--- src/hdl/img_pkg.sv ---
package img_pkg;

    // ====================
    // Data widths
    // ====================
    localparam int PIXEL_W     = 12;
    localparam int WORD_W      = 16;
    localparam int STAT_W      = 18;

    // Top pixel bits examined by the tone test
    localparam int TONE_BITS   = 7;

    // Wrapping column/row counters, sample when both are zero
    localparam int SAMPLE_BITS = 2;

    // Tone codes for the top pixel bits
    localparam logic [TONE_BITS-1:0] TONE_HIGHLIGHT = '1;
    localparam logic [TONE_BITS-1:0] TONE_SHADOW    = '0;

    // ====================
    // State encodings
    // ====================
    typedef enum logic [2:0] {
        CTRL_IDLE,
        CTRL_HEADER,
        CTRL_ARM,
        CTRL_CAPTURE,
        CTRL_READ_START,
        CTRL_READOUT
    } ctrl_state_t;

    typedef enum logic [1:0] {
        CAP_IDLE,
        CAP_WAIT_INVALID,
        CAP_WAIT_START,
        CAP_ACTIVE
    } cap_state_t;

endpackage

--- src/hdl/img_cmd_regs.sv ---
`timescale 1ns/1ps

module img_cmd_regs #(
    parameter int  IMG_WIDTH_MAX  = 16,
    parameter int  IMG_HEIGHT_MAX = 16,
    parameter int  HEADER_WIDTH   = 64,
    localparam int W_W = $clog2(IMG_WIDTH_MAX + 1),
    localparam int H_W = $clog2(IMG_HEIGHT_MAX + 1)
) (
    input  logic                        clk,
    input  logic                        fifoIn_rst,

    input  logic                        cmd_capture,
    input  logic                        cmd_ram_block,
    input  logic [HEADER_WIDTH-1:0]     cmd_header,

    input  logic [W_W-1:0]              meas_width,
    input  logic [H_W-1:0]              meas_height,
    input  logic [img_pkg::STAT_W-1:0]  meas_highlight,
    input  logic [img_pkg::STAT_W-1:0]  meas_shadow,
    input  logic                        results_valid,

    output logic                        capture_start,
    output logic [HEADER_WIDTH-1:0]     header,
    output logic                        ram_block,

    output logic                        status_capture_done,
    output logic [W_W-1:0]              status_image_width,
    output logic [H_W-1:0]              status_image_height,
    output logic [img_pkg::STAT_W-1:0]  status_highlight_count,
    output logic [img_pkg::STAT_W-1:0]  status_shadow_count
);

    // Command latch, held until the next capture command
    always_ff @(posedge clk) begin
        if (cmd_capture) begin
            header    <= cmd_header;
            ram_block <= cmd_ram_block;
        end
    end

    // Status registers only change when a capture completes
    always_ff @(posedge clk) begin
        if (!fifoIn_rst) begin
            capture_start          <= 1'b0;
            status_capture_done    <= 1'b0;
            status_image_width     <= '0;
            status_image_height    <= '0;
            status_highlight_count <= '0;
            status_shadow_count    <= '0;
        end else begin
            capture_start       <= cmd_capture;
            status_capture_done <= results_valid;
            if (results_valid) begin
                status_image_width     <= meas_width;
                status_image_height    <= meas_height;
                status_highlight_count <= meas_highlight;
                status_shadow_count    <= meas_shadow;
            end
        end
    end

endmodule

--- config.mk ---
export PLATFORM = sky130hd
export DESIGN_NAME = img_cmd_regs
export DESIGN_NICKNAME = d
export VERILOG_FILES = /design/src/hdl/img_pkg.sv /design/src/hdl/img_cmd_regs.sv
export SDC_FILE = /design/constraint.sdc
export NUM_CORES = 1
export LEC_CHECK = 0
export BUFFER_PORTS_ARGS = -buffer_cell sky130_fd_sc_hd__buf_2
export CELL_PAD_IN_SITES_DETAIL_PLACEMENT = 0
export CELL_PAD_IN_SITES_GLOBAL_PLACEMENT = 1
export CORE_UTILIZATION = 35
export CTS_CLUSTER_SIZE = 20
export DETAILED_ROUTE_END_ITERATION = 8
export HOLD_SLACK_MARGIN = 0.1
export PLACE_DENSITY_LB_ADDON = 0.12
export SLEW_MARGIN = 20
export SYNTH_ARGS = -nofsm -noshare
export SYNTH_HDL_FRONTEND = slang
export SYNTH_SLANG_ARGS = --single-unit
--- constraint.sdc ---
create_clock -name clk -period 1.66 [get_ports clk]
set_input_delay 0.332 -clock clk [delete_from_list [all_inputs] [get_ports clk]]
set_output_delay 0.332 -clock clk [all_outputs]
set_load 0.02 [all_outputs]
==> summary.txt <==
Drt
  – Routed WL: 9880 µm
  – 1st-iter DRT viols: 79
  – Vias/cell: 4.17
  – Via count: 2,979
  – WL per Instance: 13.8 µm
  – Antenna-violating nets left: 0
  – Drc violations: 0
  – Drt first pass iters: 4

Setup path
  – Arr. time, crit path: 1050 ps
  – Slowest stage delay, CP: 380 ps
  – CP max FO: 1
  – Critical path cell sequence: buf_2
  – Worst Setup End Kind: primary output
  – Critical path class: register to primary output
  – Cell family with most CP delay: flip-flops
  – Startpoint type of the worst setup path: register
  – Req. time, crit path: 1330 ps
  – CP Buf/Inv Count: 1
  – Slowest CP cell: edfxtp_1

Synthesis
  – Sequential area share after synthesis: 0.775
  – Syn_nets: 332
  – Largest cells by area after synthesis: edfxtp_1 52%, dfxtp_1 26%, mux2i_1 12%
  – Top_reg_cell synth: edfxtp_1
  – Yosys warns: 0
  – Synth Cell Area: 3760 µm²
  – Flops & latches, synth: 113
  – Most common cell in the synthesized netlist: edfxtp_1
  – Post-synth EDFFs: 65
  – Distinct cells, synth: 10
  – Synth top area share: 0.519
  – Async set-reset flop share out of synthesis: 0
  – Mean post-synth cell area: 17.3 µm²
  – Cells after synthesis: 217
  – Post-synth top area cell: edfxtp_1
  – Commonest cells in the netlist: 65 x edfxtp_1, 48 x dfxtp_1, 46 x mux2i_1, 46 x nor2b_1, 4 x clkbuf_1

Pwr
  – Pwr dens: 1220 nW/µm²
  – VDD IR max: 605 µV
  – Clk pwr share: 0.490
  – Cell internal pwr: 6.43 mW
  – Seq pwr share: 0.390
  – Pleak: 3.15 nW
  – Combinational power share: 0.120
  – Switching Share: 0.225
  – Switching power: 1.87 mW

Job
  – Max Cap Viol: 0

Clock network
  – Cts bufs inserted: 17
  – CTS root buffer: clkbuf_8
  – Post-CTS Setup Inserts: 0
  – H-tree Lvls: 4
  – CTS clock-pin slew for the worst setup and hold paths: 50 ps
  – Clk buf depth: 2
  – Count of hold-fix buffers inserted at cts: 109
  – # resized after CTS: 0
  – Clock Latency Late Sink: 490 ps
  – CTS tree: built
  – CTS Sinks: 113

Floorplan
  – Die Ht: 106 µm
  – Top Ports: 228
  – Die span in x: 106 µm
  – CORE AREA: 10,400 µm²
  – Site Rows: 37
  – Die ar.: 11,200 µm²
  – Starting Density: 0.362

Layout
  – Register area: 2910 µm²
  – Footprint of the multi-input gates: 761 µm²
  – Layout cells sized above 1: 0.453
  – Nets: 681
  – P&R area growth vs syn: 81.2%
  – Fillers: 782
  – Antenna Cells: 0

GRT
  – Vias in the first global route: 2,955
  – Largest net degree at the start of global routing: 48
  – Total track usage: 0.177
  – Initial antenna violation count: 0
  – Grt total ovfl: 0
  – Wire length of the first global-routing pass: 14,800 µm

Timing
  – Post-route setup TNS: 0 ps
  – RSZ-0062 raised after global routing: no
  – Clk_skew: 0 ps
  – Final setup fails: 0
  – Worst-margin pin slew: 327 ps
  – Fin. Hold Viols: 0
  – Final hold slack: 116 ps
  – Max Freq: 726 MHz
  – Minimum clock period: 1380 ps
  – Slew Viols, Final: 0
  – Final period util: 0.830
  – Relative slew slack: 0.782

Placement
  – GP Congestion: 0.735
  – HPWL Detailed: 6140 µm
  – Port bufs: 227

Outcome
  – Status: completed

Min path
  – Worst Hold Class: input pin to register
layout make-up:
type,instances,area share
clock buffer,18,0.0614
clock inverter,14,0.0371
multi-input combinational,94,0.112
sequential,113,0.428
tap,136,0.0250
timing repair buffer,340,0.337
path summary, 6_finish.rpt:
kind                                  start                         to  slack [ps]  depth (start not counted)
hold / removal            meas_highlight[4]  status_highlight_count[4]         120                          3
hold reg to reg   status_highlight_count[0]  status_highlight_count[0]         500                          2
setup / recovery                 header[22]                 header[22]         280                          1
setup reg to reg     status_image_height[4]     status_image_height[4]        1030                          2
stage by stage:
stage               std cells   util  total power, mW  area (µm²)  setup slack [ps]
CTS                       715  0.657             8.40        6810               242
detailed placement        574  0.487             4.09        5050               419
finish                    715  0.657             8.30        6810               282
global route              715  0.657             8.62        6810               224
global placement          574  0.487             4.07        5050               447
floorplan                 217      -             3.71        3760               693
kinds of logic (layout without fill, tap and decap cells):
group / after synthesis / count (layout) / synth area share
and+or+nand+nor: 48 / 48 / 0.0799
DFF: 113 / 113 / 0.775
muxes: 46 / 46 / 0.123
buffers and inverters: 10 / 372 / 0.0223
layer usage:
| metal | track usage | part of all wire | vias to the layer above | wire length, µm |
|---|---|---|---|---|
| met1 | 0.200 | 0.41 | 1366 | 4090 |
| met5 | 0 | 0 | - | 0 |
| li1 | - | - | 1473 | - |
| met4 | 0.0625 | 0.0049 | 0 | 48 |
| met2 | 0.307 | 0.51 | 136 | 5000 |
| met3 | 0.0637 | 0.074 | 4 | 730 |
power groups by stage:
stage / Clock (mW) / Sequential (mW) / Combinational [mW]
global route: 4.30 / 3.25 / 1.06
global placement: 0 / 3.28 / 0.789
finish: 4.06 / 3.24 / 0.997
CTS: 4.16 / 3.24 / 1.00
detailed placement: 0 / 3.29 / 0.795
floorplan: 0 / 3.55 / 0.157
layout by cell type (no fill, tap or decap):
cell type | netlist | final
clkbuf_1 | 4 | 1
nor2b_1 | 46 | 46
buf_4 | 1 | 1
clkinv_4 | 0 | 5
edfxtp_1 | 65 | 65
dfxtp_1 | 48 | 48
inv_6 | 0 | 2
clkbuf_8 | 0 | 1
mux2i_1 | 46 | 46
and2_1 | 2 | 2
inv_8 | 0 | 1
dlygate4sd3_1 | 0 | 109
buf_2 | 1 | 227
buf_12 | 0 | 3
clkbuf_16 | 0 | 16
bufinv_16 | 0 | 6
state kept, by name (all words and copies together) (netlist names):
register	cells
header	64
status_highlight_count	18
status_shadow_count	18
status_image_height	5
status_image_width	5
capture_start	1
ram_block	1
status_capture_done	1
No activity file was read; power rests on OpenSTA's default activity.
