===== config.mk =====
export PLATFORM = sky130hd
export DESIGN_NAME = img_readout
export DESIGN_NICKNAME = d
export VERILOG_FILES = /design/src/hdl/img_pkg.sv /design/src/hdl/img_readout.sv
export SDC_FILE = /design/constraint.sdc
export NUM_CORES = 1
export LEC_CHECK = 0
export ABC_CLOCK_PERIOD_IN_PS = 2300
export BUFFER_PORTS_ARGS = -buffer_cell sky130_fd_sc_hd__buf_4
export CAP_MARGIN = 20
export CORE_AREA = 2 2 67 69
export CTS_CLUSTER_DIAMETER = 80
export DETAILED_ROUTE_END_ITERATION = 10
export DIE_AREA = 0 0 69 71
export PLACE_DENSITY = 0.7
export SLEW_MARGIN = 30
export SYNTH_ARGS = -nofsm -noshare
export SYNTH_HDL_FRONTEND = slang
export SYNTH_SLANG_ARGS = --single-unit
export TNS_END_PERCENT = 100

===== constraint.sdc =====
create_clock -name clk -period 2.3 [get_ports clk]
set_clock_uncertainty 0.15 [all_clocks]
set_input_delay 0.46 -clock clk [delete_from_list [all_inputs] [get_ports clk]]
set_output_delay 0.46 -clock clk [all_outputs]
set_load 0.005 [all_outputs]

===== src/hdl/img_pkg.sv =====
package img_pkg;

    // ====================
    // Data widths
    // ====================
    localparam int PIXEL_W     = 12;
    localparam int WORD_W      = 16;
    localparam int STAT_W      = 18;

    // Top pixel bits examined by the tone test
    localparam int TONE_BITS   = 7;

    // Wrapping column/row counters, sample when both are zero
    localparam int SAMPLE_BITS = 2;

    // Tone codes for the top pixel bits
    localparam logic [TONE_BITS-1:0] TONE_HIGHLIGHT = '1;
    localparam logic [TONE_BITS-1:0] TONE_SHADOW    = '0;

    // ====================
    // State encodings
    // ====================
    typedef enum logic [2:0] {
        CTRL_IDLE,
        CTRL_HEADER,
        CTRL_ARM,
        CTRL_CAPTURE,
        CTRL_READ_START,
        CTRL_READOUT
    } ctrl_state_t;

    typedef enum logic [1:0] {
        CAP_IDLE,
        CAP_WAIT_INVALID,
        CAP_WAIT_START,
        CAP_ACTIVE
    } cap_state_t;

endpackage


===== src/hdl/img_readout.sv =====
`timescale 1ns/1ps

module img_readout #(
    parameter int  IMG_WIDTH_MAX  = 16,
    parameter int  IMG_HEIGHT_MAX = 16,
    parameter int  HEADER_WIDTH   = 64,
    localparam int BLOCK_WORDS = HEADER_WIDTH / 16 + IMG_WIDTH_MAX * IMG_HEIGHT_MAX,
    localparam int ADDR_W      = $clog2(2 * BLOCK_WORDS),
    localparam int CNT_W       = $clog2(BLOCK_WORDS + 1)
) (
    input  logic                       clk,
    input  logic                       fifoIn_rst,

    input  logic                       read_start,
    input  logic [ADDR_W-1:0]          read_base,
    input  logic [CNT_W-1:0]           read_count,

    output logic                       rd_en,
    output logic [ADDR_W-1:0]          rd_addr,
    input  logic [img_pkg::WORD_W-1:0] rd_data,

    output logic                       readout_ready,
    input  logic                       readout_trigger,
    output logic [img_pkg::WORD_W-1:0] readout_data
);

    logic [CNT_W-1:0] fetch_left;
    logic             pending;

    // One word in flight at most, fetched once the output register frees up
    assign rd_en = !read_start && (fetch_left != '0) && !pending
                && (!readout_ready || readout_trigger);

    always_ff @(posedge clk) begin
        if (pending)
            readout_data <= rd_data;
    end

    always_ff @(posedge clk) begin
        if (!fifoIn_rst) begin
            rd_addr       <= '0;
            fetch_left    <= '0;
            pending       <= 1'b0;
            readout_ready <= 1'b0;
        end else if (read_start) begin
            rd_addr       <= read_base;
            fetch_left    <= read_count;
            pending       <= 1'b0;
            readout_ready <= 1'b0;
        end else begin
            pending <= rd_en;
            if (rd_en) begin
                rd_addr    <= rd_addr + 1'b1;
                fetch_left <= fetch_left - 1'b1;
            end
            if (pending)
                readout_ready <= 1'b1;
            else if (readout_trigger)
                readout_ready <= 1'b0;
        end
    end

    // Back-pressure rule of the readout port
    a_stall_hold: assert property (@(posedge clk) disable iff (!fifoIn_rst)
        (readout_ready && !readout_trigger) |=> $stable(readout_data));

endmodule


==> flow_summary.json <==
{
  "cts_buffers": 5,
  "clockRootBuffer": "clkbuf_8",
  "clkSinkCount": 37,
  "grt_usage_pct": 17.8,
  "status": "finished, violations left",
  "syn_nets": 211,
  "fillers": 383,
  "ant_nets": 0,
  "totalWireLength_um": 4340,
  "gp_congestion": 0.808,
  "setup_violations": 1,
  "num_antenna_cells": 0,
  "path_delay_family": "simple AND/OR/NAND/NOR gates",
  "row_count": 24,
  "drive_above_1_share_pct": 43.7,
  "start_util_pct": 41.9,
  "hold_viol_final": 0,
  "via_per_inst": 5.50,
  "fin_crit_ps": 2560,
  "slew_violations": 0,
  "cts_tree": "built",
  "ys_types": 44,
  "rsz0062_at_grt": "true",
  "fp.dieArea_um2": 4900,
  "yosys_warnings": 0,
  "synthToLayoutAreaGrowth_pct": 43.6,
  "critPathMaxStageDelay_ps": 450,
  "worst_pin_slew_ps": 395,
  "fin_util_pct": 60.1,
  "cpMaxStageDelayCell": "or4b_4",
  "htree_levels": 2,
  "num_vias": 1673,
  "antenna_found_initial": 0,
  "die_h_um": 71,
  "violations": "negative setup slack",
  "drc_errors": 0,
  "first_pass_iters": 4,
  "die_w_um": 69,
  "coreArea_um2": 4200,
  "required_ps": 1690,
  "hp-class": "in2reg",
  "synth_flop_cell": "dfxtp_1",
  "grt_overflow_total": 0,
  "grt_pass1_vias": 1572,
  "leakagePower_nw": 1.04,
  "ios": 67,
  "powerDensity_nw_per_um2": 617,
  "arrival_ps": 1950,
  "dp_hpwl_um": 3170,
  "grt_max_degree": 29,
  "clk_latency_ps": 280,
  "setup_ws_ps": -262,
  "fmax_ghz": 0.390,
  "first_iter_violations": 120,
  "worstSetupPathType": "reg2out",
  "relSlewSlack_pct": 73.6,
  "syn_avg_cell_area_um2": 10.4,
  "io_buffers": 66,
  "crit_path_start_kind": "flop",
  "synth-edff-count": 16,
  "synthArstFlopShare_pct": 0,
  "critPathCaptureType": "output port",
  "avgRoutedWirePerCell_um": 14.3,
  "critical_path.max_fanout": 2,
  "max-clock-path-buffers": 2,
  "nets": 292,
  "whs_ps": 198,
  "grt_pass1_wl_um": 7130,
  "peakVddDrop_v": 0.000368,
  "synthesis.instances": 170,
  "path_buf_inv": 2,
  "clkTransAtPathRegs_ps": 70,
  "ys_ff_latch": 37,
  "seq_area_frac_synth_pct": 51.2,
  "path_cells": "inv_2 -> ha_4 -> or4b_4 -> or4_4 -> nand2_2 -> nor2_2 -> buf_4",
  "fin_crit_sh_pct": 111,
  "max_cap_violations": 0,
  "syn_area_um2": 1760
}
-- cells in the mapped netlist (3+ instances only) --
master	n	area, um^2
o2111ai_1	3	26.3
edfxtp_1	16	480
nor4_1	5	31.3
inv_1	5	18.8
nand2_1	6	22.5
nor2b_1	4	25.0
o21ai_0	11	55.1
clkbuf_1	9	33.8
o31a_1	3	26.3
a31oi_1	7	43.8
nand3_1	12	60.1
nor2_1	8	30.0
nor3b_2	3	37.5
o311a_1	4	40.0
nor3_1	3	15.0
or4_1	6	45.0
nand4_1	7	43.8
dfxtp_1	21	420
o31ai_1	3	22.5
nand2b_1	4	25.0
-- where the power goes --
group / switching [W] / internal [W]
clock network: 0.000233 / 0.000209
logic: 0.000156 / 0.000192
registers: 0.0000344 / 0.000736
total: 0.000423 / 0.00114
-- layer usage --
metal | vias to the layer above | GRT usage, % | routed length (um)
li1 | 831 | - | -
met1 | 772 | 22.5 | 1810
met2 | 65 | 31.0 | 2200
met3 | 5 | 3.13 | 295
met4 | 0 | 5.88 | 40
met5 | - | 0 | 0
-- cell families after synthesis --
logic type / count (synthesis) / synth area share [%]
AND/OR/NAND/NOR: 70 / 24.8
flip-flops: 37 / 51.2
buffers and inverters: 18 / 4.97
AO/OA/AOI/OAI: 43 / 17.6
adder cells (fa/ha/maj): 2 / 1.42
-- final timing paths --
kind / slack (ps) / cells after the start / from / end
worst max-delay path: -260 / 7 / fetch_left[1]$_SDFFE_PN0P_ / rd_en
worst max register to register: 0 / 7 / fetch_left[1]$_SDFFE_PN0P_ / rd_addr[2]$_SDFFE_PN0P_
worst min register to register: 370 / 2 / rd_addr[7]$_SDFFE_PN0P_ / rd_addr[7]$_SDFFE_PN0P_
worst min-delay path: 200 / 1 / rd_data[8] / readout_data[8]$_DFFE_PP_
-- placed cells by master, fill, tap and decap left out, drive strengths merged, types with 2 or more instances in the layout --
master	netlist	layout
a311oi	2	2
a31oi	7	7
buf	4	87
clkbuf	9	5
clkinv	0	2
dfxtp	21	21
edfxtp	16	16
ha	2	2
inv	5	5
nand2	6	6
nand2b	4	4
nand3	12	12
nand4	7	7
nor2	8	8
nor2b	4	4
nor3	3	3
nor3b	3	3
nor4	6	6
o2111ai	3	3
o21ai	13	13
o311a	4	4
o31a	3	3
o31ai	3	3
or2	4	4
or3	2	2
or4	7	7
or4b	3	3
-- through the flow --
stage	TNS, ps	instances	total power [W]	worst slack, ps	cell area (um^2)
final	-262	304	0.00156	-262	2530
after global routing	-471	304	0.00164	-345	2530
after CTS	-273	304	0.00157	-273	2530
after detailed placement	-83.9	295	0.00113	-48.3	2430
after global placement	-10.1	295	0.00112	-10.1	2430
after floorplan	-66.8	170	0.000953	-66.8	1780
-- state kept, by name, indices dropped and copies added, names as in the netlist --
name           flops
fetch_left         9
pending            1
rd_addr           10
readout_data      16
readout_ready      1
-- final cells by class --
| cell class | count | area [um^2] | area share (%) |
|---|---|---|---|
| tap | 52 | 65.1 | 2.57 |
| clock inverter | 3 | 17.5 | 0.693 |
| sequential | 37 | 902 | 35.7 |
| inverter | 5 | 18.8 | 0.743 |
| multi-input combinational | 115 | 790 | 31.2 |
| timing repair buffer | 87 | 666 | 26.3 |
| clock buffer | 5 | 68.8 | 2.72 |
-- timing repair --
action                                  CTS  global route
buffers inserted                          1             0
hold buffers                              0             0
gates resized for setup                   0             0
pin swaps                                 2             0
endpoints found under the setup margin    2             4
Note: power is estimated with default switching activity, not from simulation.
