[src/hdl/img_pkg.sv]
package img_pkg;

    // ====================
    // Data widths
    // ====================
    localparam int PIXEL_W     = 12;
    localparam int WORD_W      = 16;
    localparam int STAT_W      = 18;

    // Top pixel bits examined by the tone test
    localparam int TONE_BITS   = 7;

    // Wrapping column/row counters, sample when both are zero
    localparam int SAMPLE_BITS = 2;

    // Tone codes for the top pixel bits
    localparam logic [TONE_BITS-1:0] TONE_HIGHLIGHT = '1;
    localparam logic [TONE_BITS-1:0] TONE_SHADOW    = '0;

    // ====================
    // State encodings
    // ====================
    typedef enum logic [2:0] {
        CTRL_IDLE,
        CTRL_HEADER,
        CTRL_ARM,
        CTRL_CAPTURE,
        CTRL_READ_START,
        CTRL_READOUT
    } ctrl_state_t;

    typedef enum logic [1:0] {
        CAP_IDLE,
        CAP_WAIT_INVALID,
        CAP_WAIT_START,
        CAP_ACTIVE
    } cap_state_t;

endpackage

[src/hdl/img_pixel_capture.sv]
`timescale 1ns/1ps

module img_pixel_capture #(
    parameter int  IMG_WIDTH_MAX  = 16,
    parameter int  IMG_HEIGHT_MAX = 16,
    localparam int W_W = $clog2(IMG_WIDTH_MAX + 1),
    localparam int H_W = $clog2(IMG_HEIGHT_MAX + 1)
) (
    input  logic                        clk,
    input  logic                        fifoIn_rst,
    input  logic                        arm,

    input  logic [img_pkg::PIXEL_W-1:0] img_d,
    input  logic                        img_fv,
    input  logic                        img_lv,

    output logic                        px_valid,
    output logic [img_pkg::WORD_W-1:0]  px_data,
    output logic                        frame_done,

    output logic [W_W-1:0]              meas_width,
    output logic [H_W-1:0]              meas_height,
    output logic [img_pkg::STAT_W-1:0]  meas_highlight,
    output logic [img_pkg::STAT_W-1:0]  meas_shadow
);

    import img_pkg::*;

    cap_state_t             state;
    logic                   px_take;
    logic                   lv_prev;
    logic [SAMPLE_BITS-1:0] col;
    logic [SAMPLE_BITS-1:0] row;
    logic                   stat_en;
    logic [PIXEL_W-1:0]     stat_px;

    // A pixel is stored while both valids are high in the active frame
    assign px_take = (state == CAP_ACTIVE) && img_fv && img_lv;

    // Pixel word and the copy used by the tone test one cycle later
    always_ff @(posedge clk) begin
        px_data <= {{(WORD_W - PIXEL_W){1'b0}}, img_d};
        stat_px <= img_d;
    end

    always_ff @(posedge clk) begin
        if (!fifoIn_rst) begin
            state          <= CAP_IDLE;
            px_valid       <= 1'b0;
            frame_done     <= 1'b0;
            lv_prev        <= 1'b0;
            col            <= '0;
            row            <= '0;
            stat_en        <= 1'b0;
            meas_width     <= '0;
            meas_height    <= '0;
            meas_highlight <= '0;
            meas_shadow    <= '0;
        end else begin
            px_valid   <= px_take;
            frame_done <= 1'b0;
            lv_prev    <= img_lv;

            // ====================
            // Image size
            // ====================
            if (px_take) begin
                if (!lv_prev) begin
                    meas_width  <= W_W'(1);
                    meas_height <= meas_height + 1'b1;
                end else begin
                    meas_width  <= meas_width + 1'b1;
                end
            end

            // ====================
            // Sampling grid and tone statistics
            // ====================
            col <= img_lv ? col + 1'b1 : '0;
            if (!img_fv)
                row <= '0;
            else if (lv_prev && !img_lv)
                row <= row + 1'b1;

            stat_en <= px_take && (col == '0) && (row == '0);
            if (stat_en) begin
                if (stat_px[PIXEL_W-1 -: TONE_BITS] == TONE_HIGHLIGHT)
                    meas_highlight <= meas_highlight + 1'b1;
                else if (stat_px[PIXEL_W-1 -: TONE_BITS] == TONE_SHADOW)
                    meas_shadow <= meas_shadow + 1'b1;
            end

            // Frame sync
            case (state)
                CAP_WAIT_INVALID: if (!img_fv) state <= CAP_WAIT_START;
                CAP_WAIT_START:   if (img_fv) state <= CAP_ACTIVE;
                CAP_ACTIVE: begin
                    if (!img_fv) begin
                        state      <= CAP_IDLE;
                        frame_done <= 1'b1;
                    end
                end
                default: ;
            endcase

            // Arming restarts the sequence with fresh measurements
            if (arm) begin
                state          <= CAP_WAIT_INVALID;
                meas_width     <= '0;
                meas_height    <= '0;
                meas_highlight <= '0;
                meas_shadow    <= '0;
            end
        end
    end

    // No pixel strobe outside the active frame
    a_px_valid_active: assert property (@(posedge clk) disable iff (!fifoIn_rst)
        px_valid |-> (state == CAP_ACTIVE));

endmodule

[config.mk]
export PLATFORM = sky130hd
export DESIGN_NAME = img_pixel_capture
export DESIGN_NICKNAME = d
export VERILOG_FILES = /design/src/hdl/img_pkg.sv /design/src/hdl/img_pixel_capture.sv
export SDC_FILE = /design/constraint.sdc
export NUM_CORES = 1
export LEC_CHECK = 0
export BUFFER_PORTS_ARGS = -buffer_cell sky130_fd_sc_hd__buf_4
export CORE_MARGIN = 10
export CORE_UTILIZATION = 43
export DETAILED_ROUTE_END_ITERATION = 10
export GPL_TIMING_DRIVEN = 0
export PLACE_DENSITY = 0.7
export SYNTH_ARGS = -nofsm -noshare
export SYNTH_HDL_FRONTEND = slang
export SYNTH_SLANG_ARGS = --single-unit
export TNS_END_PERCENT = 50
[constraint.sdc]
create_clock -name clk -period 2.1 [get_ports clk]
set_clock_uncertainty 0.1 [all_clocks]
set_input_delay 0.105 -clock clk [delete_from_list [all_inputs] [get_ports clk]]
set_output_delay 0.105 -clock clk [all_outputs]
set_load 0.01 [all_outputs]
==> results.toml, run 1 <==
[global_route]
grt_pass1_wl_um = 12400
gr-total-overflow = 0
grt_pass1_vias = 2670
grt_use_total_pct = 14.6
grt_max_degree = 14
antenna_found_initial = 0

[floorplan]
rows = 29
core_region_area_um2 = 6460
die_w_um = 102
die_h_um = 102
dieArea_um2 = 10400
boundaryPins = 81
start_util_pct = 45.0

[synthesis]
synth.area.top_cells = "dfxtp_1 (47%), ha_1 (4.7%), nand4_1 (4.1%)"
ys_types = 39
synth_area_um2 = 2910
syn_inst = 315
postSynth.asyncResetShare_pct = 0
synth.avg_cell_area_um2 = 9.23
synth_edf_count = 0
synthFlopType = "dfxtp_1"
synth_top_area_share_pct = 46.8
synth_area_leader_cell = "dfxtp_1"
yosysSeqAreaShare_pct = 46.8
ys_seq_elements = 68
yosys_warnings = 0

[place]
port_buffers = 76
dp_slack_ns = -0.0478
dpl.cell_count = 471
gp_congestion = 0.812
dpl.hpwl_um = 5380

[detailed_routing]
vias = 2671
wire_per_inst_um = 14.5
via_per_inst = 5.24
dr.pass1.iters = 6
met3WireLength_um = 729
top_layer = "met4"
dr_wl_met2_um = 3410
wirelength_um = 7390
wl_met1_um = 3200
drt_iter0_drc = 111
drc = 0
ant_nets = 0

[run]
maxCapViolCount = 0

[sta]
setup_violations = 0
finalHoldViolCount = 0
post-route-min-period_ns = 1.91
slew_headroom_pct = 53.4
min_period_over_period_pct = 91.1
slew_viol_final = 0
setup_tns_ns = 0
fmax_mhz = 523
worst_slew_pin_slew_ns = 0.698
whs_ns = 0.292
rsz0062_at_grt = "yes"
layout_setup_ws_ns = 0.187

[power]
switchingPower_w = 0.000611
sw_frac_of_total_pct = 23.9
p_per_area_nw_per_um2 = 636
p_seq_share_pct = 51.9
intPower_w = 0.00194
p_clk_share_pct = 42.3
leakagePower_nw = 1.63
total_power_w = 0.00255
worst_ir_drop_vdd_v = 0.000745
p_comb_share_pct = 5.8

[cts]
cts_tree = "yes"
clock_path_buffers = 2
cts_max_level = 3
cts_buffers = 9
root_buffer = "clkbuf_8"
clkLatencyLatePin_ns = 0.35
clock_sinks = 68
path_clk_slew_ns = 0.08

[setup_path]
setup.worst_path.class = "reg -> reg"
worstPathArrival_ns = 2.09
end_kind = "register"
crit_path_start_kind = "register"
cp_slowest_stage_delay_ns = 0.62
cp_max_fo = 6
rrSetupSlack_ns = 0.19
cp.required_ns = 2.28
crit_chain = "nand4_1, or4_4, or3_1, a21oi_1"
crit_slowest_cell = "or4_4"

[finish]
fin_cells = 510
antenna_cells = 0
final_nets = 456
layout.cells.most_common = "buf_4"
area_growth_pct = 38.0
final_cell_mix = "buf_4 (85), dfxtp_1 (68), nor2_1 (30)"
layout-drive-gt1-share_pct = 24.9

[outcome]
status = "finished clean"

[worst_hold_path]
hold_class = "in -> reg"
-- cell families (layout without fill, tap and decap cells) --
logic type | Yosys count | in the layout | share of synthesized area [%]
compound gates | 44 | 44 | 8.52
xor+xnor | 22 | 22 | 6.63
fa+ha+maj | 11 | 11 | 4.74
buf+inv | 27 | 142 | 4.00
flops | 68 | 68 | 46.8
mux | 4 | 4 | 1.38
other cells | 1 | 4 | 0.129
simple gates | 138 | 138 | 27.8
-- cell type report --
type	instances	area (µm²)
Buffer	14	67.6
Clock buffer	9	124
Clock inverter	7	75.1
Fill cell	564	2450
Inverter	13	48.8
Multi-Input combinational cell	223	1450
Sequential cell	68	1360
Tap cell	77	96.3
Timing Repair Buffer	99	788
-- worst max-delay path: cells and delay by family, from the launching register on --
family / cells / cell delay [ns]
AOI/OAI and AO/OA: 1 / 0.13
and+or+nand+nor: 3 / 1.18
DFF: 1 / 0.44
-- path summary, 6_finish.rpt --
path                       from            endpoint  depth (start not counted)
max                  px_data[9]  meas_highlight[14]                          4
min                    img_d[2]          px_data[2]                          2
max reg2reg          px_data[9]  meas_highlight[14]                          4
min reg2reg  meas_highlight[17]  meas_highlight[17]                          2
-- synthesized netlist by cell type, types with 2 or more instances --
cell,number
xor2_1,13
nand4b_1,3
o21a_1,3
nand2_1,16
inv_1,13
o21ai_0,15
clkbuf_1,9
nand2b_1,2
ha_1,11
mux2i_1,4
or3_1,9
nor4_1,4
and4_1,7
xnor2_1,9
nor2_1,30
or3_2,2
nand4_1,19
or4_1,4
nand3_1,14
and3_1,7
nor2b_1,3
dfxtp_1,68
buf_4,4
and2_1,6
nor3_1,7
o211ai_1,2
a21oi_1,19
-- state kept, by name, indices dropped and copies added, names as in the netlist --
signal / cells
lv_prev: 1
px_data: 12
stat_en: 1
col: 2
frame_done: 1
px_valid: 1
meas_height: 5
meas_shadow: 18
meas_width: 5
state: 2
meas_highlight: 18
row: 2
-- what timing repair did --
action	CTS	global route
gates resized for setup	0	2
setup buffers	2	3
endpoints found under the hold margin	19	0
pin swaps	1	1
hold buffers	18	0
setup endpoints to repair	4	13
gates cloned	0	0
-- power by group through the flow --
| stage | Combinational [W] | Sequential [W] | Clock [W] |
|---|---|---|---|
| floorplan | 0.0000538 | 0.00136 | 0 |
| global placement | 0.000119 | 0.00135 | 0 |
| finish | 0.000148 | 0.00132 | 0.00108 |
| CTS | 0.000148 | 0.00132 | 0.00111 |
| global route | 0.000166 | 0.00133 | 0.00116 |
| detailed placement | 0.000122 | 0.00135 | 0 |
-- stage by stage --
step           instance area, µm²  utilization (%)
6_report                     4010             62.1
5_1_grt                      4010             62.1
4_1_cts                      3980             61.6
3_5_place_dp                 3580             55.5
3_3_place_gp                 3580             55.5
2_1_floorplan                2920                -
-- routing by layer --
| metal | global-route usage, % | vias to the layer above |
|---|---|---|
| met5 | 0 | - |
| met4 | 4.56 | 0 |
| met3 | 7.96 | 7 |
| met2 | 23.7 | 80 |
| met1 | 16.2 | 1242 |
| li1 | - | 1342 |
Note: power is estimated with default switching activity, not from simulation.
==> run 2, diff against run 1 <==
- ABC_AREA: default -> 1
- PLACE_DENSITY: 0.7 -> 0.69
- SKIP_CTS_REPAIR_TIMING: default -> 1
==> results.toml, run 2 <==
[setup_path]
cp.required_ns = 2.24
crit_path_start_kind = "register"
cp_max_fo = 5
cp_slowest_stage_delay_ns = 0.39
rr_startpoint = "meas_highlight[0]"
end_kind = "register"
setup.worst_path.class = "reg -> reg"
crit_slowest_cell = "dfxtp_1"
r2r_end = "meas_highlight[14]"
crit_chain = "ha_1, inv_1, nor2_2, nand3_1, nor2_1, nand3_1, nand2_1, nor2_1"
rr_worst_depth = 8
rrSetupSlack_ns = 0.41
worstPathArrival_ns = 1.82

[synthesis]
ys_types = 34
synth.avg_cell_area_um2 = 7.19
postSynth.asyncResetShare_pct = 0
synth.area.top_cells = "dfxtp_1 (44%), nand2_1 (12%), nor2_1 (9.1%)"
yosysMostFrequentCell = "nand2_1"
syn_inst = 434
ys_seq_elements = 68
synth_edf_count = 0
synth_common_cells = "nand2_1 (99), nor2_1 (76), dfxtp_1 (68), inv_1 (50), a21oi_1 (30)"
yosysSeqAreaShare_pct = 43.6
yosys_warnings = 0
synthFlopType = "dfxtp_1"
synth_top_area_share_pct = 43.6
synth_area_um2 = 3120
synth_area_leader_cell = "dfxtp_1"

[cts]
clkLatencyLatePin_ns = 0.34
cts_tree = "yes"
cts_max_level = 3
root_buffer = "clkbuf_8"
clock_sinks = 68
cts_buffers = 9
clock_path_buffers = 2
path_clk_slew_ns = 0.07

[worst_hold_path]
hold_depth = 2
hold_path_startpoint = "img_d[9]"
hold_class = "in -> reg"
hold_end = "px_data[9]"

[global_route]
grt_max_degree = 11
grt_pass1_wl_um = 12300
grt_pass1_vias = 2660
grt_use_total_pct = 13.2
antenna_found_initial = 0
gr-total-overflow = 0

[detailed_routing]
drc = 0
via_per_inst = 4.60
vias = 2943
drt_iter0_drc = 79
dr.pass1.iters = 4
wirelength_um = 7600
ant_nets = 0
wire_per_inst_um = 11.9

[sta]
finalHoldViolCount = 0
setup_tns_ns = 0
post-route-min-period_ns = 1.69
min_period_over_period_pct = 80.3
rsz0062_at_grt = "no"
slew_viol_final = 0
worst_slew_pin_slew_ns = 0.545
fmax_mhz = 593
slew_headroom_pct = 63.7
setup_violations = 0

[power]
total_power_w = 0.00244
worst_ir_drop_vdd_v = 0.000361
p_per_area_nw_per_um2 = 588
leakagePower_nw = 1.78

[floorplan]
die_w_um = 105
core_region_area_um2 = 6910
die_h_um = 105
start_util_pct = 45.2
boundaryPins = 81
rows = 30
dieArea_um2 = 11100

[place]
gp_congestion = 0.787
dpl.hpwl_um = 5700
port_buffers = 76

[finish]
layout.cells.most_common = "nand2_1"
largestRegisters = "meas_highlight x18, meas_shadow x18, px_data x12"
area_growth_pct = 33.0
final_cell_mix = "nand2_1 (99), buf_4 (81), nor2_1 (76)"
antenna_cells = 0
final_nets = 568
layout-drive-gt1-share_pct = 21.3

[run]
maxCapViolCount = 0

[outcome]
status = "finished clean"
## run 2: per-layer routing
layer | vias to the layer above | GRT usage [%] | wire length (µm)
met5 | - | 0 | 0
met4 | 0 | 5.78 | 97
met3 | 11 | 4.18 | 443
met2 | 66 | 21.8 | 3680
met1 | 1286 | 15.3 | 3380
li1 | 1580 | - | -
## run 2: how the worst max path moves through the flow
stage	startpoint	end	slack (ns)	cells past startpoint
detailed placement	meas_highlight[0]	meas_highlight[14]	0.42	8
global placement	meas_highlight[0]	meas_highlight[14]	0.46	8
floorplan	meas_highlight[0]	meas_highlight[14]	0.57	8
finish	meas_highlight[0]	meas_highlight[14]	0.41	8
global route	meas_highlight[1]	meas_highlight[14]	0.19	8
CTS	meas_highlight[0]	meas_highlight[14]	0.41	8
## run 2: report_power, final
| part | switching [W] | internal, W | leakage, nW |
|---|---|---|---|
| clock network | 0.000482 | 0.000484 | 0.0893 |
| registers | 0.0000129 | 0.00131 | 0.553 |
| logic | 0.0000737 | 0.0000807 | 1.14 |
## run 2: cells by family (layout without fill, tap and decap cells)
family	after synthesis	after routing	share of synthesized area, %
simple gates	241	241	34.1
buf+inv	63	170	8.54
flops	68	68	43.6
xor+xnor	5	5	1.40
compound gates	45	45	7.82
other cells	1	4	0.120
fa+ha+maj	11	11	4.41
## run 2: critical path, delay by kind of cell, from the launching register on
family	cells	cell delay, ns
buffers and inverters	1	0.07
adders and majority gates	1	0.27
DFF	1	0.39
and+or+nand+nor	6	0.76
## run 2: through the flow
step	hold slack, ns	setup slack, ns	util (%)	instances	instance area (µm²)
5_1_grt	0.311	0.189	60.1	640	4150
3_3_place_gp	0.109	0.462	55.3	609	3820
2_1_floorplan	0.0327	0.574	-	437	3130
4_1_cts	-0.247	0.412	57.8	624	3990
6_report	0.309	0.413	60.1	640	4150
3_5_place_dp	0.111	0.423	55.3	609	3820
## run 2: layout make-up
type,instances,area (µm²)
Fill cell,672,2760
Multi-Input combinational cell,306,1500
Sequential cell,68,1360
Timing Repair Buffer,92,731
Inverter,52,195
Clock buffer,13,159
Tap cell,96,120
Buffer,11,71.3
Clock inverter,2,10.0
