**src/hdl/img_pkg.sv**
```systemverilog
package img_pkg;

    // ====================
    // Data widths
    // ====================
    localparam int PIXEL_W     = 12;
    localparam int WORD_W      = 16;
    localparam int STAT_W      = 18;

    // Top pixel bits examined by the tone test
    localparam int TONE_BITS   = 7;

    // Wrapping column/row counters, sample when both are zero
    localparam int SAMPLE_BITS = 2;

    // Tone codes for the top pixel bits
    localparam logic [TONE_BITS-1:0] TONE_HIGHLIGHT = '1;
    localparam logic [TONE_BITS-1:0] TONE_SHADOW    = '0;

    // ====================
    // State encodings
    // ====================
    typedef enum logic [2:0] {
        CTRL_IDLE,
        CTRL_HEADER,
        CTRL_ARM,
        CTRL_CAPTURE,
        CTRL_READ_START,
        CTRL_READOUT
    } ctrl_state_t;

    typedef enum logic [1:0] {
        CAP_IDLE,
        CAP_WAIT_INVALID,
        CAP_WAIT_START,
        CAP_ACTIVE
    } cap_state_t;

endpackage

```
**src/hdl/img_capture_ctrl.sv**
```systemverilog
`timescale 1ns/1ps

module img_capture_ctrl #(
    parameter int  IMG_WIDTH_MAX  = 16,
    parameter int  IMG_HEIGHT_MAX = 16,
    parameter int  HEADER_WIDTH   = 64,
    localparam int W_W         = $clog2(IMG_WIDTH_MAX + 1),
    localparam int H_W         = $clog2(IMG_HEIGHT_MAX + 1),
    localparam int HDR_WORDS   = HEADER_WIDTH / 16,
    localparam int BLOCK_WORDS = HDR_WORDS + IMG_WIDTH_MAX * IMG_HEIGHT_MAX,
    localparam int ADDR_W      = $clog2(2 * BLOCK_WORDS),
    localparam int CNT_W       = $clog2(BLOCK_WORDS + 1)
) (
    input  logic                       clk,
    input  logic                       fifoIn_rst,

    input  logic                       capture_start,
    input  logic [HEADER_WIDTH-1:0]    header,
    input  logic                       ram_block,

    input  logic                       px_valid,
    input  logic [img_pkg::WORD_W-1:0] px_data,
    input  logic                       frame_done,
    input  logic [W_W-1:0]             meas_width,
    input  logic [H_W-1:0]             meas_height,

    output logic                       arm,
    output logic                       wr_en,
    output logic [ADDR_W-1:0]          wr_addr,
    output logic [img_pkg::WORD_W-1:0] wr_data,
    output logic                       results_valid,

    output logic                       read_start,
    output logic [ADDR_W-1:0]          read_base,
    output logic [CNT_W-1:0]           read_count
);

    import img_pkg::*;

    ctrl_state_t                    state;
    logic [HEADER_WIDTH-1:0]        hdr_shift;
    logic [$clog2(HDR_WORDS+1)-1:0] hdr_cnt;
    logic [ADDR_W-1:0]              wr_ptr;
    logic [ADDR_W-1:0]              blk_base;

    // ====================
    // Write port
    // ====================
    always_comb begin
        wr_en   = (state == CTRL_HEADER) || ((state == CTRL_CAPTURE) && px_valid);
        wr_addr = wr_ptr;
        wr_data = (state == CTRL_HEADER) ? hdr_shift[HEADER_WIDTH-1 -: WORD_W] : px_data;
    end

    assign arm           = (state == CTRL_ARM);
    assign results_valid = (state == CTRL_CAPTURE) && frame_done;

    // Header words leave most significant first
    always_ff @(posedge clk) begin
        if (capture_start)
            hdr_shift <= header;
        else if (state == CTRL_HEADER)
            hdr_shift <= hdr_shift << WORD_W;
    end

    // ====================
    // Sequencer
    // ====================
    always_ff @(posedge clk) begin
        if (!fifoIn_rst) begin
            state      <= CTRL_IDLE;
            hdr_cnt    <= '0;
            wr_ptr     <= '0;
            blk_base   <= '0;
            read_start <= 1'b0;
            read_base  <= '0;
            read_count <= '0;
        end else begin
            read_start <= 1'b0;
            if (capture_start) begin
                // Restart from any state, an empty read idles the readout
                state      <= CTRL_HEADER;
                hdr_cnt    <= '0;
                blk_base   <= ram_block ? ADDR_W'(BLOCK_WORDS) : '0;
                wr_ptr     <= ram_block ? ADDR_W'(BLOCK_WORDS) : '0;
                read_start <= 1'b1;
                read_count <= '0;
            end else begin
                case (state)
                    CTRL_HEADER: begin
                        wr_ptr  <= wr_ptr + 1'b1;
                        hdr_cnt <= hdr_cnt + 1'b1;
                        if (hdr_cnt == HDR_WORDS - 1)
                            state <= CTRL_ARM;
                    end
                    CTRL_ARM: state <= CTRL_CAPTURE;
                    CTRL_CAPTURE: begin
                        if (px_valid)
                            wr_ptr <= wr_ptr + 1'b1;
                        if (frame_done) begin
                            state      <= CTRL_READ_START;
                            read_start <= 1'b1;
                            read_base  <= blk_base;
                            read_count <= CNT_W'(HDR_WORDS)
                                        + CNT_W'(meas_width) * CNT_W'(meas_height);
                        end
                    end
                    CTRL_READ_START: state <= CTRL_READOUT;
                    // Readout runs on its own until the next command
                    default: ;
                endcase
            end
        end
    end

    // Pixel capture is only armed once the header is written
    a_hdr_no_pixel: assert property (@(posedge clk) disable iff (!fifoIn_rst)
        (state == CTRL_HEADER) |-> !px_valid);

endmodule

```
**config.mk**
```make
export PLATFORM = sky130hd
export DESIGN_NAME = img_capture_ctrl
export DESIGN_NICKNAME = d
export VERILOG_FILES = /design/src/hdl/img_pkg.sv /design/src/hdl/img_capture_ctrl.sv
export SDC_FILE = /design/constraint.sdc
export NUM_CORES = 1
export LEC_CHECK = 0
export BUFFER_PORTS_ARGS = -buffer_cell sky130_fd_sc_hd__buf_4
export CAP_MARGIN = 10
export CORE_ASPECT_RATIO = 1.5
export CORE_UTILIZATION = 55
export CTS_CLUSTER_SIZE = 24
export DETAILED_ROUTE_END_ITERATION = 8
export PLACE_DENSITY = 0.82
export SLEW_MARGIN = 20
export SYNTH_ARGS = -nofsm -noshare
export SYNTH_HDL_FRONTEND = slang
export SYNTH_SLANG_ARGS = --single-unit
```
**constraint.sdc**
```tcl
create_clock -name clk -period 15.41 [get_ports clk]
set_clock_uncertainty 0.05 [all_clocks]
set_input_delay 3.082 -clock clk [delete_from_list [all_inputs] [get_ports clk]]
set_output_delay 3.082 -clock clk [all_outputs]
set_load 0.05 [all_outputs]
```
==> metrics.md, run 1 <==
| Metric | Value |
|---|---|
| Final WL | `9230 um` |
| Post-cts sizing count | `0` |
| Total Power | `0.000615 W` |
| Crit-path most repeated cell | `buf_4` |
| DRC errors left | `0` |
| Netlist Area Pre-Place | `0.00478 mm2` |
| Seq/Total Area, Yosys | `51.9%` |
| WL/cell | `14.9 um` |
| CP top delay family | `buffers and inverters` |
| Worst path arrival time | `3.84 ns` |
| Sw Pwr | `0.000162 W` |
| Filler instances | `605` |
| HP Class | `reg2reg` |
| Die area | `0.00908 mm2` |
| P&R area growth vs syn | `28.0%` |
| Chip width | `78.2 um` |
| Die height | `116 um` |
| Layout cell share with drive strength beyond 1 | `44.4%` |
| Number of global-route vias before repair | `3,158` |
| Final min period | `6.97 ns` |
| CTS tree | `built` |
| Ranking of synthesized cells by area | `edfxtp_1 (40%), mux2_2 (15%), dfxtp_1 (12%)` |
| Initial Util | `56.9%` |
| Slowest cell on the critical path | `inv_2` |
| Fmax | `143 MHz` |
| CP max FO | `12` |
| Root Buffer | `clkbuf_16` |
| Type of origin of the critical path | `primary input` |
| Slew @ Worst Pin | `0.941 ns` |
| Vias post-DR | `3,221` |
| Slew Limit Fails | `0` |
| Slew margin rel. | `37.2%` |
| Pleak | `2.60 nW` |
| Core Area | `0.00841 mm2` |
| RSZ-0062 raised after global routing | `no` |
| CTS clk-pin slew, worst paths | `0.06 ns` |
| # clock sinks | `92` |
| Worst EP required | `12.28 ns` |
| Prevailing post-synth register cell | `edfxtp_1` |
| 1st-pass router iterations | `4` |
| Synth area leader | `edfxtp_1` |
| Sw frac | `26.3%` |
| Final GP Congestion | `0.776` |
| Initial antenna violation count | `0` |
| CTS Hold Bufs | `0` |
| Commonest non-fill, non-tap cell in the layout | `buf_4` |
| Yosys cell types | `44` |
| Status | `finished, final reports clean` |
| Post-synth EDFFs | `64` |
| Initial drt markers | `170` |
| Ant diodes | `0` |
| Nets | `631` |
| Yosys top cell area share | `40.2%` |
| Num CTS Buffers | `9` |
| CP Capture Type | `primary output` |
| Wire length of the first global-routing pass | `14,500 um` |
| Post-route setup TNS | `0 ns` |
| Vias per cell | `5.20` |
| Reg power frac | `47.4%` |
| Clock power share | `31.9%` |
| Worst path buffer plus inverter count | `3` |
| Crit Path Class | `in2out` |
| I/O Pins | `145` |
| Worst-path cell chain | `buf_4 -> nand3_2 -> inv_2 -> buf_4` |
| Postcts setup bufs | `0` |
| Power Dens Cells | `101 mW/mm2` |
| Cells after Synth | `374` |
| Synth Register Bits | `92` |
| Avg Cell Area, Syn | `12.8 um2` |
| Final Hold Viols | `0` |
| Combinational power share | `20.6%` |
| Clk Latency, worst-skew pair | `0.33 ns` |
| Pin count of the biggest net entering global routing | `69` |
| Final Cycle Share | `45.2%` |
| # rows | `41` |
| Clock Tree Buf Depth | `2` |
| H-tree depth reported by CTS | `3` |
| Most frequent cells in the layout | `buf_4 (137), mux2_2 (64), edfxtp_1 (64)` |
| Congestion Overflow GR | `0` |
| Post-route ant nets | `0` |
| Final setup fails | `0` |
| Int Power | `0.000454 W` |
| HPWL Detailed | `6870 um` |
| Input/output buffers | `136` |
| Total Routing Usage GR | `20.8%` |
| Post-synth ARST share | `0%` |
| Peak VDD IR | `0.0631 mV` |
| Largest stage delay, worst path | `0.25 ns` |
| MaxCap Viol Count | `0` |
| YS warnings | `0` |
metal layers:
metal  track usage (%)  routed length (um)  up-vias
met5                 0                   0        -
met4              10.0                 223        0
met3              3.52                 404       14
met2              37.4                4970      106
met1              24.0                3630     1513
li1                  -                   -     1588
final timing paths:
kind              slack, ns           from  cells past startpoint       endpoint
setup / recovery       8.44     frame_done                      4  results_valid
hold / removal         0.42  read_count[3]                      2  read_count[3]
setup reg to reg      13.52       state[0]                      4     hdr_cnt[1]
hold reg to reg        0.42  read_count[3]                      2  read_count[3]
cell usage after synthesis (all sizes together) (11+ instances only):
cell    instances
o21ai          11
a21oi          11
inv            12
edfxtp         64
nor2           15
ha             20
dfxtp          28
nand2          22
buf            18
xor2           13
mux2           64
and2           34
worst reg2reg max path, delay by kind of cell (launching register included):
| family | cells | cell delay [ns] |
|---|---|---|
| AND/OR/NAND/NOR | 3 | 0.94 |
| flip-flops | 1 | 0.47 |
| multiplexers | 1 | 0.28 |
area by class of cell:
cell class / count / area (um2) / share of cell area [%]
multi-input cells: 256 / 2160 / 35.3
clock inverters: 6 / 41.3 / 0.674
clock buffers: 10 / 229 / 3.74
well taps: 107 / 134 / 2.19
repair buffers: 137 / 1030 / 16.8
flip-flops and latches: 92 / 2480 / 40.5
inverters: 12 / 45.0 / 0.736
per-stage QoR:
stage                     utilization (%)  hold slack [ns]  std cells  setup WS (ns)  area, um2
after detailed placement             69.6            0.413        604           8.44       5850
final                                72.8            0.425        620           8.44       6120
after global routing                 72.8            0.445        620           8.37       6120
after global placement               69.6            0.408        604           8.47       5850
after floorplan                         -            0.401        381           8.78       4810
after CTS                            72.8            0.427        620           8.44       6120
logic make-up (layout without fill, tap and decap cells):
group	after synthesis	count (layout)	synth area share, %
and+or+nand+nor	94	94	11.4
adders and majority gates	27	27	8.16
AOI/OAI and AO/OA	40	40	5.39
xor gates and xnor gates	21	21	3.84
buffers and inverters	33	165	3.74
other	1	8	0.0784
muxes	66	66	15.5
DFF	92	92	51.9
flip-flops by register name, summed over array words and instances (netlist names):
signal	flops
blk_base	1
hdr_cnt	3
hdr_shift	64
read_base	1
read_count	9
read_start	1
state	3
wr_addr	10
power groups by stage:
stage	combinational, W	sequential, W	clock (W)
final	0.000127	0.000292	0.000197
after global routing	0.000138	0.000293	0.000210
after CTS	0.000128	0.000292	0.000200
after detailed placement	0.000127	0.000297	0
after global placement	0.000124	0.000296	0
after floorplan	0.0000866	0.000299	0
No activity file was read; power rests on OpenSTA's default activity.
==> inputs of run 2 (changes only) <==
--- a/config.mk
+++ b/config.mk
@@ -8,10 +8,10 @@
 export BUFFER_PORTS_ARGS = -buffer_cell sky130_fd_sc_hd__buf_4
 export CAP_MARGIN = 10
 export CORE_ASPECT_RATIO = 1.5
-export CORE_UTILIZATION = 55
+export CORE_UTILIZATION = 52
 export CTS_CLUSTER_SIZE = 24
 export DETAILED_ROUTE_END_ITERATION = 8
-export PLACE_DENSITY = 0.82
+export PLACE_DENSITY = 0.78
 export SLEW_MARGIN = 20
 export SYNTH_ARGS = -nofsm -noshare
 export SYNTH_HDL_FRONTEND = slang
==> constraint.sdc (replaced) <==
create_clock -name clk -period 6.8 [get_ports clk]
set_clock_uncertainty 0.05 [all_clocks]
set_input_delay 1.36 -clock clk [delete_from_list [all_inputs] [get_ports clk]]
set_output_delay 1.36 -clock clk [all_outputs]
set_load 0.05 [all_outputs]
==> metrics.md, run 2 (synthesized netlist as in run 1, its figures left out) <==
| Metric | Value |
|---|---|
| Status | `finished, final reports clean` |
| Final Cycle Share | `62.8%` |
| Clock power share | `32.2% (+0.3 points)` |
| Pin count of the biggest net entering global routing | `69 (unchanged)` |
| H-tree depth reported by CTS | `3 (unchanged)` |
| Reg power frac | `47.1% (-0.3 points)` |
| Largest register FFs | `64 (unchanged)` |
| Total Routing Usage GR | `19.6% (-1.1 points)` |
| Type of origin of the critical path | `primary input` |
| Number of global-route vias before repair | `3,101 (-1.8%)` |
| Slew margin rel. | `36.4% (-0.82 points)` |
| Most frequent cells in the layout | `buf_4 (137), mux2_2 (64), edfxtp_1 (64)` |
| WL/cell | `14.6 um (-1.9%)` |
| Worst-path cell chain | `buf_4 -> nand2_1 -> fa_1 -> fa_1 -> fa_1 -> inv_1 -> ha_1 -> a21o_1 -> a31o_2 -> a21oi_1 -> xor2_1 -> o21ai_0` |
| CTS clk-pin slew, worst paths | `0.06 ns (about the same)` |
| CTS tree | `built` |
| P&R area growth vs syn | `28.0% (about the same)` |
| Vias post-DR | `3,219 (-0.062%)` |
| Biggest register | `hdr_shift` |
| Global Route met1 Usage | `23.6% (-0.33 points)` |
| HP Class | `reg2reg` |
| Slew Limit Fails | `0 (unchanged)` |
| GRT busiest layer | `met2` |
| Layout cell share with drive strength beyond 1 | `44.2% (-0.19 points)` |
| Largest stage delay, worst path | `0.54 ns (+0.29 ns)` |
| Final GP Congestion | `0.843 (+8.7%)` |
| Nets | `631 (unchanged)` |
| Root Buffer | `clkbuf_16` |
| Chip width | `80.3 um (+2.8%)` |
| Final setup fails | `0 (unchanged)` |
| Sw Pwr | `0.000373 W (+130%)` |
| Num CTS Buffers | `9 (unchanged)` |
| Clk Latency, worst-skew pair | `0.34 ns (about the same)` |
| Slew @ Worst Pin | `0.954 ns (+0.0123 ns)` |
| HPWL Detailed | `6730 um (-2.0%)` |
| Crit Path Class | `in2reg` |
| Final Hold Viols | `0 (unchanged)` |
| Pre-CTS worst setup slack | `2.19 ns (-6.26 ns)` |
| Pleak | `2.61 nW (about the same)` |
| Worst path arrival time | `4.44 ns (+0.60 ns)` |
| Post-route setup TNS | `0 ns (unchanged)` |
| Ant diodes | `0 (unchanged)` |
| Congestion Overflow GR | `0 (unchanged)` |
| 1st-pass router iterations | `4 (unchanged)` |
| CTS Hold Bufs | `0 (unchanged)` |
| Initial drt markers | `113 (-34%)` |
| CP Capture Type | `flip-flop` |
| RSZ-0062 raised after global routing | `no` |
| Post-route ant nets | `0 (unchanged)` |
| Slowest cell on the critical path | `fa_1` |
| Final min period | `4.27 ns` |
| # clock sinks | `92 (unchanged)` |
| Filler instances | `654 (+8.1%)` |
| I/O Pins | `145 (unchanged)` |
| Wire length of the first global-routing pass | `14,300 um (-1.2%)` |
| Commonest non-fill, non-tap cell in the layout | `buf_4` |
| Global routing usage on met2 | `33.5% (-3.8 points)` |
| Initial antenna violation count | `0 (unchanged)` |
| Peak VDD IR | `0.174 mV (+180%)` |
| Post-cts sizing count | `0 (unchanged)` |
| Final setup margin | `2.53 ns (-5.91 ns)` |
| CP max FO | `6 (-6)` |
| Input/output buffers | `136 (unchanged)` |
| Power Dens Cells | `229 mW/mm2 (+130%)` |
| Die area | `0.00960 mm2 (+5.6%)` |
| Worst EP required | `6.97 ns (-5.31 ns)` |
| Int Power | `0.00103 W (+130%)` |
| MaxCap Viol Count | `0 (unchanged)` |
| Initial Util | `53.9% (-3.0 points)` |
| Final WL | `9100 um (-1.5%)` |
| Vias per cell | `5.17 (-0.54%)` |
| Core Area | `0.00888 mm2 (+5.6%)` |
| # rows | `42 (+2.4%)` |
| Clock Tree Buf Depth | `2 (unchanged)` |
| DRC errors left | `0 (unchanged)` |
| Met3 Usage GRT | `3.14% (-0.37 points)` |
| Fmax | `234 MHz` |
| Combinational power share | `20.6% (about the same)` |
| Crit-path most repeated cell | `fa_1` |
| Postcts setup bufs | `0 (unchanged)` |
| Sw frac | `26.6% (+0.31 points)` |
| Die height | `119 um (+2.8%)` |
==> run 2: layout make-up <==
type / count / area, um2 / area share, %
sequential: 92 / 2480 / 40.5
inverter: 12 / 45.0 / 0.735
multi-input combinational: 256 / 2160 / 35.3
clock inverter: 5 / 36.3 / 0.592
clock buffer: 11 / 233 / 3.80
timing repair buffer: 137 / 1030 / 16.8
tap: 110 / 138 / 2.25
==> run 2: critical path, delay by kind of cell <==
| kind | cells | cell delay [ns] |
|---|---|---|
| AO/OA/AOI/OAI | 4 | 0.76 |
| XOR/XNOR | 1 | 0.17 |
| adder cells (fa/ha/maj) | 4 | 1.93 |
| buffers and inverters | 2 | 0.15 |
| AND/OR/NAND/NOR | 1 | 0.07 |
==> run 2: per-stage QoR <==
stage	hold WS, ns	util [%]	std cells	area (um2)	power, W
after floorplan	0.401	-	381	4810	0.000874
after global placement	0.393	65.9	607	5860	0.000952
after detailed placement	0.403	65.9	607	5860	0.000963
after CTS	0.410	69.0	623	6130	0.00142
after global routing	0.447	69.0	623	6130	0.00146
final	0.408	69.0	623	6130	0.00140
==> run 2: worst paths after layout <==
kind | startpoint | endpoint | slack (ns) | depth (start not counted)
setup / recovery | meas_width[0] | read_count[7] | 2.53 | 12
hold / removal | read_count[0] | read_count[0] | 0.41 | 2
setup reg to reg | state[0] | hdr_cnt[1] | 4.96 | 4
hold reg to reg | read_count[0] | read_count[0] | 0.41 | 2
==> run 2: routing by layer <==
layer | up-vias | share of wire (%)
met5 | - | 0
met4 | 0 | 3.1
met3 | 19 | 4.2
met2 | 105 | 52
met1 | 1509 | 41
li1 | 1586 | -
==> run 2: power groups by stage <==
stage | combinational (W) | clock [W] | sequential (W)
after floorplan | 0.000196 | 0 | 0.000678
after global placement | 0.000280 | 0 | 0.000672
after detailed placement | 0.000289 | 0 | 0.000674
after CTS | 0.000291 | 0.000464 | 0.000662
after global routing | 0.000313 | 0.000482 | 0.000665
final | 0.000290 | 0.000453 | 0.000661
==> inputs of run 3 (changes only) <==
==> constraint.sdc (replaced) <==
create_clock -name clk -period 4.28 [get_ports clk]
set_clock_uncertainty 0.05 [all_clocks]
set_input_delay 0.856 -clock clk [delete_from_list [all_inputs] [get_ports clk]]
set_output_delay 0.856 -clock clk [all_outputs]
set_load 0.05 [all_outputs]
==> metrics.md, run 3 (synthesized netlist as in run 1, its figures left out) <==
| Metric | Value |
|---|---|
| Status | `finished, final reports clean` |
| Layout cell share with drive strength beyond 1 | `44.7% (+0.41 points)` |
| DRC errors left | `0 (unchanged)` |
| Vias post-DR | `3,203 (-0.50%)` |
| Largest stage delay, worst path | `0.54 ns (about the same)` |
| Uppermost routed layer | `met4` |
| Vias per cell | `5.12 (-0.82%)` |
| Area of the multi-input gates | `0.00216 mm2 (-0.12%)` |
| P&R area growth vs syn | `28.7%` |
| Final min period | `3.68 ns` |
| Cell Count Post-Placement | `609 (+0.33%)` |
| Final WL | `8990 um (-1.2%)` |
| MaxCap Viol Count | `0 (unchanged)` |
| Initial drt markers | `135 (+19%)` |
| Post-route ant nets | `0 (unchanged)` |
| Clock Tree Buf Depth | `2 (unchanged)` |
| Int Power | `0.00167 W (+62%)` |
| HP Class | `reg2reg` |
| Worst EP required | `4.45 ns (-2.52 ns)` |
| Slew Limit Fails | `0 (unchanged)` |
| End of the critical path | `read_count[7]` |
| Sw frac | `26.1% (-0.54 points)` |
| Setup crit start | `meas_width[0]` |
| Largest register FFs | `64 (unchanged)` |
| Cell count of the worst hold path | `2 (unchanged)` |
| Worst path arrival time | `3.85 ns (-0.59 ns)` |
| R2R Setup Slk | `2.04 ns (-2.92 ns)` |
| Reg power frac | `46.6% (-0.5 points)` |
| CP max FO | `6 (unchanged)` |
| Most frequent cells in the layout | `buf_4 (139), mux2_2 (64), edfxtp_1 (64)` |
| Final setup fails | `0 (unchanged)` |
| Pleak | `2.64 nW (+1.4%)` |
| H-tree depth reported by CTS | `3 (unchanged)` |
| Chip width | `80.3 um (unchanged)` |
| CP Capture Type | `flip-flop` |
| Total Power | `0.00226 W (+61%)` |
| I/O Pins | `145 (unchanged)` |
| Clk Latency, worst-skew pair | `0.33 ns (about the same)` |
| Die height | `119 um (unchanged)` |
| RR Startpoint | `state[0]` |
| Hold path startpoint | `read_count[0]` |
| Slew margin rel. | `43.4% (+7.0 points)` |
| Post-cts sizing count | `0 (unchanged)` |
| CTS Hold Bufs | `0 (unchanged)` |
| Peak VDD IR | `0.276 mV (+59%)` |
| Ant diodes | `0 (unchanged)` |
| Initial Util | `53.9% (unchanged)` |
| Sw Pwr | `0.000588 W (+58%)` |
| WL/cell | `14.4 um (-1.5%)` |
| Die area | `0.00960 mm2 (unchanged)` |
| Hold slack | `0.413 ns (+0.00543 ns)` |
| Routed wl met2 | `4620 um (-2.1%)` |
| Biggest register | `hdr_shift` |
| Final Cycle Share | `86.0%` |
| Num CTS Buffers | `9 (unchanged)` |
| Final cell count without fillers | `625 (+0.32%)` |
| Total Routing Usage GR | `19.9% (+0.24 points)` |
| M1 WL | `3690 um (-0.62%)` |
| Slowest cell on the critical path | `fa_1` |
| Met3 wire length | `478 um (+25%)` |
| Crit-path most repeated cell | `fa_1` |
| Clock power share | `33.3% (+1.1 points)` |
| Commonest non-fill, non-tap cell in the layout | `buf_4` |
| Initial antenna violation count | `0 (unchanged)` |
| Core Area | `0.00888 mm2 (unchanged)` |
| Crit Path Class | `in2reg` |
| Root Buffer | `clkbuf_16` |
| Nets | `633 (+0.32%)` |
| Storage cell area | `0.00248 mm2 (unchanged)` |
| # rows | `42 (unchanged)` |
| Worst-path cell chain | `buf_4 -> nand2_1 -> fa_1 -> fa_1 -> fa_1 -> inv_1 -> ha_1 -> a21o_1 -> a31o_2 -> a21oi_1 -> xor2_1 -> o21ai_0` |
| Congestion Overflow GR | `0 (unchanged)` |
| Final GP Congestion | `0.877 (+4.1%)` |
| Post-route setup TNS | `0 ns (unchanged)` |
| Postcts setup bufs | `0 (unchanged)` |
| FF-to-FF End | `hdr_shift[5]` |
| Slew @ Worst Pin | `0.846 ns (-0.108 ns)` |
| Pin count of the biggest net entering global routing | `68 (-1.4%)` |
| Fmax | `272 MHz` |
| Number of global-route vias before repair | `3,168 (+2.2%)` |
| # clock sinks | `92 (unchanged)` |
| RSZ-0062 raised after global routing | `no` |
| CTS clk-pin slew, worst paths | `0.06 ns (about the same)` |
| 1st-pass router iterations | `4 (unchanged)` |
| Final Hold Viols | `0 (unchanged)` |
| Power Dens Cells | `367 mW/mm2 (+60%)` |
| Wire length of the first global-routing pass | `14,500 um (+1.4%)` |
| Combinational power share | `20.2% (-0.4 points)` |
| Filler instances | `672 (+2.8%)` |
| CTS tree | `built` |
| HPWL Detailed | `6580 um (-2.2%)` |
| Worst Reg-to-Reg Cells | `3 (-1)` |
| Input/output buffers | `136 (unchanged)` |
| Type of origin of the critical path | `primary input` |
-- run 3: final cells by class --
cell class | instances | area share, %
Tap cell | 110 | 2.24
Sequential cell | 92 | 40.3
Timing Repair Buffer | 139 | 16.9
Clock buffer | 10 | 4.06
Inverter | 12 | 0.732
Multi-Input combinational cell | 256 | 35.1
Clock inverter | 6 | 0.610
-- run 3: routing by layer --
layer	up-vias	global-route usage, %
met5	-	0
met4	0	8.37
met3	15	4.60
met2	103	33.5
met1	1494	24.0
li1	1591	-
-- run 3: power groups by stage --
stage               combinational (W)  sequential, W  clock (W)
global route                 0.000497        0.00106   0.000809
floorplan                    0.000312        0.00107          0
CTS                          0.000460        0.00105   0.000768
global placement             0.000446        0.00107          0
finish                       0.000455        0.00105   0.000751
detailed placement           0.000455        0.00107          0
-- run 3: worst min path at each step --
stage	end	slack [ns]
after floorplan	read_base[2]	0.40
after global placement	read_count[0]	0.39
after detailed placement	read_count[0]	0.40
after CTS	read_count[0]	0.41
after global routing	read_count[4]	0.44
final	read_count[0]	0.41
-- run 3: per-stage QoR --
| stage | worst slack, ns | area [um2] | utilization [%] |
|---|---|---|---|
| 3_5_place_dp | 0.247 | 5870 | 66.1 |
| 4_1_cts | 0.599 | 6160 | 69.3 |
| 3_3_place_gp | 0.298 | 5870 | 66.1 |
| 5_1_grt | 0.432 | 6160 | 69.3 |
| 6_report | 0.598 | 6160 | 69.3 |
| 2_1_floorplan | 0.327 | 4810 | - |
-- run 3: worst max-delay path: cells and delay by family --
kind | cells | cell delay (ns)
AOI/OAI and AO/OA | 4 | 0.69
and+or+nand+nor | 1 | 0.07
buffers and inverters | 2 | 0.14
xor gates and xnor gates | 1 | 0.15
adders and majority gates | 4 | 1.94
